[config.mk]
export PLATFORM = sky130hd
export DESIGN_NAME = alu
export DESIGN_NICKNAME = d
export VERILOG_FILES = /design/src/verilog/dp_cfg_pkg.sv /design/src/verilog/dp_isa_pkg.sv /design/src/verilog/alu.sv
export SDC_FILE = /design/constraint.sdc
export NUM_CORES = 1
export LEC_CHECK = 0
export BUFFER_PORTS_ARGS = -buffer_cell sky130_fd_sc_hd__clkbuf_2
export CAP_MARGIN = 20
export CORE_AREA = 2 2 83 85
export CTS_CLUSTER_SIZE = 40
export DETAILED_ROUTE_END_ITERATION = 8
export DIE_AREA = 0 0 85 87
export PLACE_DENSITY = 0.83
export SYNTH_ARGS = -nofsm -noshare
export SYNTH_HDL_FRONTEND = slang
export SYNTH_SLANG_ARGS = --single-unit
export TNS_END_PERCENT = 50
[constraint.sdc]
create_clock -name clock -period 3.77 [get_ports clock]
set_input_delay 0.377 -clock clock [delete_from_list [all_inputs] [get_ports clock]]
set_output_delay 0.377 -clock clock [all_outputs]
set_load 0.01 [all_outputs]
[src/verilog/dp_cfg_pkg.sv]
`default_nettype none

package dp_cfg_pkg;

    // ------------------------------
    // Widths with a meaning
    // ------------------------------

    typedef logic [15:0] word_t;        // ALU and memory data word
    typedef logic [9:0]  d_addr_t;      // Destination (write-back) address
    typedef logic [8:0]  op_addr_t;     // A or B operand read address
    typedef logic [7:0]  ram_addr_t;    // Local index into one RAM

    // ------------------------------
    // Memory map
    // ------------------------------

    localparam int       RAM_DEPTH       = 256;
    localparam op_addr_t IO_READ_ADDR    = op_addr_t'(256);     // Operand value selecting io_in

    // Each memory owns a 512-entry slice of the D space
    localparam d_addr_t  A_WRITE_BASE    = d_addr_t'(0);
    localparam d_addr_t  B_WRITE_BASE    = d_addr_t'(512);
    localparam d_addr_t  IO_WRITE_OFFSET = d_addr_t'(256);      // Offset of io_out in a slice

    localparam d_addr_t  D_NULL          = d_addr_t'(1023);     // Hits neither slice

    // Issue to alu_result, in cycles
    localparam int       PIPE_DEPTH      = 2;

endpackage

`default_nettype wire

[src/verilog/dp_isa_pkg.sv]
`default_nettype none

package dp_isa_pkg;

    localparam int INSTR_WIDTH = 32;
    localparam int OP_WIDTH    = 4;

    typedef logic [INSTR_WIDTH-1:0] instr_t;

    // ------------------------------
    // Field positions, LSB of each
    // ------------------------------

    localparam int OP_LSB = 28;     // Bits 31..28
    localparam int D_LSB  = 18;     // Bits 27..18
    localparam int A_LSB  = 9;      // Bits 17..9
    localparam int B_LSB  = 0;      // Bits 8..0

    // ------------------------------
    // Opcodes
    // ------------------------------

    typedef enum logic [OP_WIDTH-1:0] {
        NOP    = 4'd0,              // Result is zero
        ADD    = 4'd1,
        SUB    = 4'd2,
        AND    = 4'd3,
        OR     = 4'd4,
        XOR    = 4'd5,
        PASS_A = 4'd6,
        SHR    = 4'd7               // A >> B[3:0], zero fill
    } op_t;

endpackage

`default_nettype wire

[src/verilog/alu.sv]
`timescale 1ns/10ps
`default_nettype none

module alu (
    input  wire                       clock,
    input  wire                       rst_n,
    input  wire  dp_isa_pkg::op_t     op,       // Issue cycle opcode
    input  wire  dp_cfg_pkg::word_t   a,        // Registered operands, cycle t+1
    input  wire  dp_cfg_pkg::word_t   b,
    input  wire  dp_cfg_pkg::d_addr_t d_in,
    output dp_cfg_pkg::word_t         result,
    output dp_cfg_pkg::d_addr_t       d_out
);

    dp_isa_pkg::op_t   op_q;
    dp_cfg_pkg::word_t alu_value;

    // Opcode waits one cycle for the operand reads
    always_ff @(posedge clock or negedge rst_n) begin
        if (!rst_n) begin
            op_q <= dp_isa_pkg::NOP;
        end else begin
            op_q <= op;
        end
    end

    always_comb begin
        case (op_q)
            dp_isa_pkg::ADD:    alu_value = a + b;
            dp_isa_pkg::SUB:    alu_value = a - b;
            dp_isa_pkg::AND:    alu_value = a & b;
            dp_isa_pkg::OR:     alu_value = a | b;
            dp_isa_pkg::XOR:    alu_value = a ^ b;
            dp_isa_pkg::PASS_A: alu_value = a;
            dp_isa_pkg::SHR:    alu_value = a >> b[3:0];   // Logical, zero fill
            default:            alu_value = '0;             // NOP
        endcase
    end

// ------------------------------
// Output stage
// ------------------------------

    always_ff @(posedge clock or negedge rst_n) begin
        if (!rst_n) begin
            result <= '0;
            d_out  <= dp_cfg_pkg::D_NULL;
        end else begin
            result <= alu_value;
            d_out  <= d_in;     // Travels with its result
        end
    end

    // Decoded opcode from the top must be one of the defined values
    op_known: assert property (
        @(posedge clock) disable iff (!rst_n)
        !$isunknown(op) && (op <= dp_isa_pkg::SHR)
    ) else $error("undefined opcode %0d at issue", op);

endmodule

`default_nettype wire

==> qor.yml <==
worst_hold_path:
  hold_class: "in2async"
setup_path:
  cp_num_buf_inv: 1
  worst_path_max_delay_cell: "or3_1"
  crit_required_ns: 3.89
  worst_path_largest_cell_delay_ns: 0.47
  worstSetupEndpointType: "register"
  crit_path_cell_trace: "nand2b_1 > or3_1 > o21ai_0 > inv_1 > ha_1 > nand2b_1 > a21oi_2 > nor2_1 > o31ai_1 > xnor2_1 > o221ai_1"
  worstPathArrival_ns: 3.47
  crit_type: "reg2reg"
  critical_path_peak_fanout: 7
  path_delay_family: "compound AO/OA/AOI/OAI gates"
  critPathMostFrequentCell: "nand2b_1"
  worst_setup_path_start_kind: "register"
yosys:
  synthDistinctLibCells: 63
  average_cell_area_after_synthesis_sq_um: 8.85
  synth_edf_count: 0
  share_of_synthesized_registers_carrying_an_async_set_or_reset_pct: 100
  yosys-top-cells-area: "ha_1, dfrtp_1, dfstp_2"
  yosys.cell_count.top_type: "ha_1"
  synthDominantCellAreaShare_pct: 17.2
  syn-num-nets: 492
  yosys.area.top_type: "ha_1"
  synth_top_cells_by_count: "ha_1, nand2_1, inv_1"
  ys_dominant_reg_cell: "dfrtp_1"
  synth_seq_area_share_pct: 21.8
  synth.ff_latch_count: 30
  postSynthCellCount: 395
  syn-cell-area_sq_mm: 0.00350
  yosys_warnings: 0
grt:
  global_route.usage.met3_pct: 4.45
  gr-max-usage-layer: "met2"
  antenna_violations_before_repair: 0
  grt_max_degree: 31
  grt_pass1_wl_um: 17000
  grt.met2_usage_pct: 48.9
  grt_pass1_vias: 3196
  globalRoute.totalOverflow: 0
  gr-usage-all-layers_pct: 29.7
  grt_use_met1_pct: 40.7
route:
  num_vias: 3482
  ant_nets: 0
  drc: 0
  drt_pre_antenna_iters: 5
  drt_initial_violations: 382
  finalWirelength_um: 10800
  wl_per_cell_um: 19.8
  route.detailed.vias_per_inst: 6.39
layout:
  num_antenna_cells: 0
  nNetsFinal: 561
  final_core_util_pct: 60.9
  area_delta_synth_final_pct: 14.4
  final_layout_size_suffix_gt1_share_pct: 25.4
sta:
  timing.final.setup_violations: 0
  tightestPinTransition_ns: 0.871
  layout_min_cycle_time_ns: 3.35
  hold_viol_final: 0
  achievable-frequency_mhz: 298
  fin_worst_hold_slack_ns: 0.160
  finalMaxSlewViolations: 0
  unrepaired_setup_endpoints_after_global_routing: "false"
  fin_crit_sh_pct: 89.0
  finClkSkew_ns: 0.0101
  timing.slew.headroom_pct: 41.9
  totalNegativeSetupSlack_ns: 0
power_and_ir_drop:
  power_leakage_nw: 1.93
  comb_power_share_pct: 42.3
  pwr-share-clk_pct: 24.4
  cellInternalPower_mw: 0.683
  power.switching_fraction_pct: 37.5
  maximum_ir_drop_on_the_vdd_rail_uv: 202
  netSwitchingPower_mw: 0.410
  seq_power_share_pct: 33.3
  power-per-cell-area_mw_per_mm2: 274
  total_power_mw: 1.09
cts:
  count_of_h_tree_levels_built_during_cts: 2
  cts_inserted_buffers: 5
  ctsRootBufferMaster: "clkbuf_8"
  postCtsResizedCells: 0
  postCtsSetupBuffers: 0
  cts.clk_slew.worst_paths_ns: 0.07
  cts_hold_repair.buffers: 0
  tritoncts: "done"
  clk_path_buf_depth: 2
  cts_num_sinks: 30
  clk-insertion-delay-late_ns: 0.28
floorplan:
  design.portCount: 74
  fp-row-count: 30
  initial_utilization_pct: 53.2
  fp.dieArea_sq_mm: 0.00740
  fp.coreArea_sq_mm: 0.00657
  dieHeight_um: 87
  die_w_um: 85
status:
  outcome: "complete, no violations"
flow_run:
  cap_violations: 0
place:
  dp_hpwl_um: 8490
  placement.io_buffers: 73
  finalWeightedCongestion: 1.03
==> sequential cells by signal, indices dropped and copies added, names as in the netlist <==
signal	count
op_q	4
d_out	10
result	16
==> stage by stage <==
stage	worst slack (ns)	cell area (sq um)	cells
after floorplan	0.536	3500	395
after global placement	0.473	3900	537
after detailed placement	0.386	3900	537
after CTS	0.548	4000	545
after global routing	0.230	4000	545
final	0.416	4000	545
==> logic make-up (layout without fill, tap and decap cells) <==
family          after synthesis  count (layout)  synth area share, %
compound gates              125             125                 24.8
xor+xnor                     27              27                 6.98
fa+ha+maj                    49              49                 17.8
buf+inv                      50             120                 6.41
flops                        30              30                 21.8
mux                          22              22                 8.12
simple gates                 92              92                 14.1
==> cells in the final DEF (no fill, tap or decap), drive strengths merged, types with 8 or more instances in the layout <==
cell type  Yosys  final
a21oi         30     30
mux2i         16     16
nor2          15     15
nand2         34     34
xnor2         23     23
nand2b        10     10
inv           34     34
dfstp         10     10
nor3           8      8
ha            48     48
o211ai        12     12
clkbuf         3     79
o21ai         23     23
a22oi         10     10
dfrtp         20     20
==> area by class of cell <==
class,count,area (sq um)
tap,80,100
clock inverter,2,12.5
inverter,34,128
sequential,30,763
clock buffer,6,82.6
fill,594,2570
multi-input combinational,315,2510
timing repair buffer,78,403
==> power groups by stage <==
| stage | Clock [mW] | Combinational (mW) | Sequential, mW |
|---|---|---|---|
| global placement | 0 | 0.442 | 0.369 |
| floorplan | 0 | 0.283 | 0.382 |
| global route | 0.281 | 0.507 | 0.366 |
| detailed placement | 0 | 0.451 | 0.370 |
| finish | 0.267 | 0.462 | 0.364 |
| CTS | 0.271 | 0.454 | 0.364 |
==> routing by layer <==
layer  vias up  part of all wire [%]  routed length [um]
li1       1600                     -                   -
met1      1671                    43                4600
met2       192                    46                4990
met3        19                   9.2                 995
met4         0                   2.1                 222
met5         -                     0                   0
==> worst paths after layout <==
check	startpoint	end	slack, ns	cells after the start
min	rst_n	result[0]	0.16	1
max in group asynchronous	rst_n	result[10]	3.12	1
max	op_q[0]	result[9]	0.42	11
max reg2reg	op_q[0]	result[9]	0.42	11
min in group clock	d_in[4]	d_out[4]	0.17	1
min reg2reg	op_q[1]	result[14]	0.84	4
(Power assumes the default switching activity.)
