$ cat src/verilog/dp_cfg_pkg.sv
`default_nettype none

package dp_cfg_pkg;

    // ------------------------------
    // Widths with a meaning
    // ------------------------------

    typedef logic [15:0] word_t;        // ALU and memory data word
    typedef logic [9:0]  d_addr_t;      // Destination (write-back) address
    typedef logic [8:0]  op_addr_t;     // A or B operand read address
    typedef logic [7:0]  ram_addr_t;    // Local index into one RAM

    // ------------------------------
    // Memory map
    // ------------------------------

    localparam int       RAM_DEPTH       = 256;
    localparam op_addr_t IO_READ_ADDR    = op_addr_t'(256);     // Operand value selecting io_in

    // Each memory owns a 512-entry slice of the D space
    localparam d_addr_t  A_WRITE_BASE    = d_addr_t'(0);
    localparam d_addr_t  B_WRITE_BASE    = d_addr_t'(512);
    localparam d_addr_t  IO_WRITE_OFFSET = d_addr_t'(256);      // Offset of io_out in a slice

    localparam d_addr_t  D_NULL          = d_addr_t'(1023);     // Hits neither slice

    // Issue to alu_result, in cycles
    localparam int       PIPE_DEPTH      = 2;

endpackage

`default_nettype wire

$ cat src/verilog/operand_memory.sv
`timescale 1ns/10ps
`default_nettype none

module operand_memory #(
    parameter dp_cfg_pkg::d_addr_t WRITE_BASE = dp_cfg_pkg::A_WRITE_BASE
) (
    input  wire                        clock,
    input  wire                        rst_n,

    // Issue side
    input  wire  dp_cfg_pkg::op_addr_t rd_addr,
    input  wire                        io_ready,
    input  wire  dp_cfg_pkg::d_addr_t  d_issue,
    output dp_cfg_pkg::word_t          rd_data,
    output logic                       read_blocked,
    output logic                       write_blocked,

    // Write-back side
    input  wire  dp_cfg_pkg::d_addr_t  wr_d,
    input  wire  dp_cfg_pkg::word_t    wr_data,

    // Memory-mapped ports
    input  wire  dp_cfg_pkg::word_t    io_in,
    input  wire                        io_in_ef,
    input  wire                        io_out_ef,
    output logic                       io_rden,
    output logic                       io_wren,
    output dp_cfg_pkg::word_t          io_out
);

    dp_cfg_pkg::word_t     ram [dp_cfg_pkg::RAM_DEPTH];

    logic                  rd_port_sel;
    dp_cfg_pkg::ram_addr_t rd_idx;
    dp_cfg_pkg::d_addr_t   issue_off;
    dp_cfg_pkg::d_addr_t   wr_off;
    logic                  wr_ram_hit;
    dp_cfg_pkg::ram_addr_t wr_idx;

// ------------------------------
// Issue cycle: flags and read
// ------------------------------

    assign rd_port_sel = (rd_addr == dp_cfg_pkg::IO_READ_ADDR);
    assign rd_idx      = dp_cfg_pkg::ram_addr_t'(rd_addr);

    // Offset of the issuing D inside this memory's slice
    assign issue_off   = d_issue - WRITE_BASE;

    // Masked flags, only raised when this instruction touches the port
    assign read_blocked  = rd_port_sel & io_in_ef;
    assign write_blocked = (issue_off == dp_cfg_pkg::IO_WRITE_OFFSET) & io_out_ef;

    assign io_rden = rd_port_sel & io_ready;    // Pop happens at this edge

    always_ff @(posedge clock) begin
        if (rd_port_sel) begin
            rd_data <= io_in;       // Port word, same timing as RAM
        end else begin
            rd_data <= ram[rd_idx];
        end
    end

// ------------------------------
// Write-back decode
// ------------------------------

    // Slices are 512 aligned, so a wrapped subtract gives the local offset
    assign wr_off     = wr_d - WRITE_BASE;
    assign wr_ram_hit = (wr_off < dp_cfg_pkg::d_addr_t'(dp_cfg_pkg::RAM_DEPTH));
    assign wr_idx     = dp_cfg_pkg::ram_addr_t'(wr_off);

    assign io_wren = (wr_off == dp_cfg_pkg::IO_WRITE_OFFSET);
    assign io_out  = wr_data;

    always_ff @(posedge clock) begin
        if (wr_ram_hit) begin
            ram[wr_idx] <= wr_data;
        end
    end

// ------------------------------
// Checks
// ------------------------------

    // The top must hold io_ready low whenever this port is empty
    rden_not_empty: assert property (
        @(posedge clock) disable iff (!rst_n)
        io_rden |-> !io_in_ef
    ) else $error("io_rden while input port empty");

    // Full is sampled at issue, the sink must not fill while a write is in flight
    wren_not_full: assert property (
        @(posedge clock) disable iff (!rst_n)
        io_wren |-> !io_out_ef
    ) else $error("io_wren while output port full");

endmodule

`default_nettype wire

$ cat config.mk
export PLATFORM = sky130hd
export DESIGN_NAME = operand_memory
export DESIGN_NICKNAME = d
export VERILOG_FILES = /design/src/verilog/dp_cfg_pkg.sv /design/src/verilog/operand_memory.sv
export SDC_FILE = /design/constraint.sdc
export NUM_CORES = 2
export LEC_CHECK = 0
export BUFFER_PORTS_ARGS = -buffer_cell sky130_fd_sc_hd__buf_2
export CAP_MARGIN = 40
export CORE_UTILIZATION = 25
export DETAILED_ROUTE_END_ITERATION = 10
export MAX_ROUTING_LAYER = met4
export PLACE_DENSITY = 0.39
export SLEW_MARGIN = 20
export SYNTH_ARGS = -nofsm -noshare
export SYNTH_HDL_FRONTEND = slang
export SYNTH_SLANG_ARGS = --single-unit
$ cat constraint.sdc
create_clock -name clock -period 4.2 [get_ports clock]
set_clock_uncertainty 0.2 [all_clocks]
set_input_delay 0.84 -clock clock [delete_from_list [all_inputs] [get_ports clock]]
set_output_delay 0.84 -clock clock [all_outputs]
set_load 0.005 [all_outputs]
==> impl_metrics.yaml <==
route:
  antenna_left: 0
  drt-initial-drc-count: 8413
  routedWlPerCell_um: 31.5
  routed_via_density: 4.66
  drt_wl_total_mm: 538
  drc: 0
  route.vias.total: 79534
  drt_first_pass_iters: 6
yosys:
  yosysSeqAreaShare: 0.778
  synth_warnings: 0
  synth_area_sq_um: 159000
  yosysTopAreaCell: "edfxtp_1"
  synth_ff_type: "edfxtp_1"
  synth-async-reset-ratio: 0
  synth_top_area_frac: 0.776
  synthCells: 7232
  synth_seq_cells: 4112
  postSynthAreaPerCell_sq_um: 21.9
  synthesis.nets: 7298
  ys_top_cells_by_area: "edfxtp_1 (78%), mux4_2 (13%), mux2i_1 (2.9%)"
  synth-edff-count: 4096
  synth_cell_types: 73
cells_and_area:
  final_core_util: 0.302
  area_growth_pct: 20.5
  fill_cells: 61175
  fin_area_sq_um: 191000
  final_nets: 8358
  layout-drive-gt1-share: 0.332
pwr:
  total_power_mw: 89.2
  p_leak_nw: 60.2
  powerDensity_nw_per_um2: 467
  peakVddDrop_uv: 337
floorplan:
  start_util: 0.251
  die-area_sq_um: 637000
  die_w_um: 798
  rows: 292
  core_sq_um: 632000
  die_y_um: 798
  pin_count: 102
clock_network:
  post-cts-setup-buffers: 0
  ctsResizeCount: 0
  root_buffer: "clkbuf_16"
  cts_hold_buf: 11
  cts_tree: "built"
  ctsHtreeMaxLevel: 5
  clkLatencyLatePin_ns: 1.04
  cts.reportedPaths.clkPinSlew_ns: 0.06
  cts.sinks: 4112
  cts_max_path_buffers: 4
  numCtsBuffers: 439
grt:
  use_met1: 0.231
  met2_usage: 0.272
  grt-ovfl-total: 0
  grt.total_usage: 0.170
  grt_pass1_vias: 81812
  antenna_found_initial: 62
  grt_max_degree: 159
  grt_first_pass_wirelength_mm: 725
  grt.busiest_layer: "met2"
  met3_usage: 0.0241
worst_setup_path:
  crit_path_start: "rd_addr[2]"
  r2r-start: "ram[127][7]"
  worstPathCellList: "buf_8 -> buf_12 -> buf_4 -> nor4_1 -> nand4b_1 -> buf_4 -> nor2_1 -> buf_2"
  startpoint_type: "input pin"
  required_ns: 3.16
  max_stage_delay_ns: 0.38
  reg2reg_setup_slack_ns: 0.72
  cp_slowest_cell: "nor4_1"
  arrival_ns: 2.61
  cp-end-kind: "primary output"
  critical_path_class: "input pin to primary output"
  crit_fanout: 14
  r2r-end: "rd_data[7]"
  cpMostUsedCell: "buf_4"
  reg2reg_depth: 9
sta:
  finalSetupViolCount: 0
  rsz0062_at_grt: "no"
  tightestPinTransition_ns: 1.44
  max_freq_mhz: 274
  fin_crit_sh: 0.870
  slew_headroom: 0.0395
  finalCriticalPeriod_ns: 3.65
  hold_viol_final: 0
  slew_violations: 0
  fin_tns_setup_ns: 0
hold_path:
  min_path_cells: 1
  hp-start: "wr_data[7]"
  worstHoldPathType: "input pin to flip-flop"
  hold_end: "ram[63][7]"
placed_design:
  place_congestion: 0.790
  placement.io_buffers: 100
  hpwl_mm: 342
  place_area_sq_um: 177000
job:
  maxCapViolations: 0
run_status:
  status: "finished clean"
## critical path: cells and delay by family
family	cells	cell delay [ns]
buffers and inverters	5	0.98
AND/OR/NAND/NOR	3	0.71
## cells in the final DEF (no fill, tap or decap), types with 42 or more instances in the layout
cell type	n
edfxtp_1	4096
mux4_2	901
buf_4	819
mux2i_1	461
clkbuf_16	441
nor2_2	223
nand2_1	155
buf_12	132
a22oi_1	124
clkinv_1	108
clkinv_2	85
clkbuf_1	84
buf_2	82
o21ai_0	79
a21oi_1	74
nor2_1	72
a221oi_1	72
nand3_1	65
o22ai_1	57
bufinv_16	42
## power breakdown
part	switching, mW	internal [mW]	total (mW)	leakage [nW]
logic	3.44	1.87	5.31	16.3
clock network	16.6	22.0	38.6	6.94
registers	0.0854	45.2	45.3	36.9
total	20.1	69.1	89.2	60.2
## per-layer routing
layer / up-vias / wire, um
met4: 0 / 11500
met1: 43816 / 239000
met5: - / 0
li1: 32771 / -
met2: 2381 / 257000
met3: 566 / 30600
## layout make-up
type,count,area (sq um),share of cell area
well taps,8379,10500,0.0549
inverters,8,48.8,0.000255
repair buffers,1068,9680,0.0506
flip-flops and latches,4112,123000,0.645
multi-input cells,2663,33300,0.174
diodes,40,100,0.000524
clock inverters,276,2750,0.0144
clock buffers,533,11500,0.0600
## sequential cells by signal, indices dropped and copies added (netlist names)
| signal | flops |
|---|---|
| ram | 4096 |
| rd_data | 16 |
## Yosys cell counts, types with 6 or more instances
master	instances
edfxtp_1	4096
buf_1	29
o221ai_1	14
o22ai_1	57
a22oi_1	124
a31oi_1	33
and3_1	6
buf_4	55
nand4_1	37
and2_1	6
mux4_2	901
nor2b_1	21
a211oi_1	26
clkbuf_1	178
inv_1	6
mux2_2	31
a21oi_1	74
o211ai_1	29
a22o_1	10
nand2b_1	7
buf_6	70
buf_8	12
dfxtp_1	16
mux2i_1	461
a221oi_1	72
nand3_1	74
o31ai_1	11
nand2_1	157
buf_2	102
nor3b_1	7
nor2_1	301
o22a_1	11
nor3_1	14
o21ai_0	80
o32ai_1	13
a32oi_1	8
o21a_1	6
## cells by family (layout without fill, tap and decap cells)
| group | count (synthesis) | in the layout | synth area share |
|---|---|---|---|
| flops | 4112 | 4112 | 0.778 |
| mux | 1393 | 1393 | 0.159 |
| simple gates | 649 | 649 | 0.0179 |
| other cells | 0 | 40 | 0 |
| buf+inv | 457 | 1885 | 0.0174 |
| compound gates | 621 | 621 | 0.0277 |
## through the flow
stage,setup WS [ns],hold slack [ns],cells
after CTS,0.529,0.0265,17037
after global placement,-0.409,0.861,16205
after floorplan,0.874,0.507,7232
final,0.546,0.104,17079
after global routing,0.452,0.0839,17056
after detailed placement,-0.395,0.890,16217
## worst max path at each step
stage,endpoint,slack [ns],depth (start not counted)
2_1_floorplan,io_rden,0.87,8
3_3_place_gp,rd_data[12],-0.41,10
3_5_place_dp,rd_data[7],-0.39,11
4_1_cts,io_wren,0.53,6
5_1_grt,io_wren,0.45,6
6_report,read_blocked,0.55,8
Note: power is estimated with default switching activity, not from simulation.
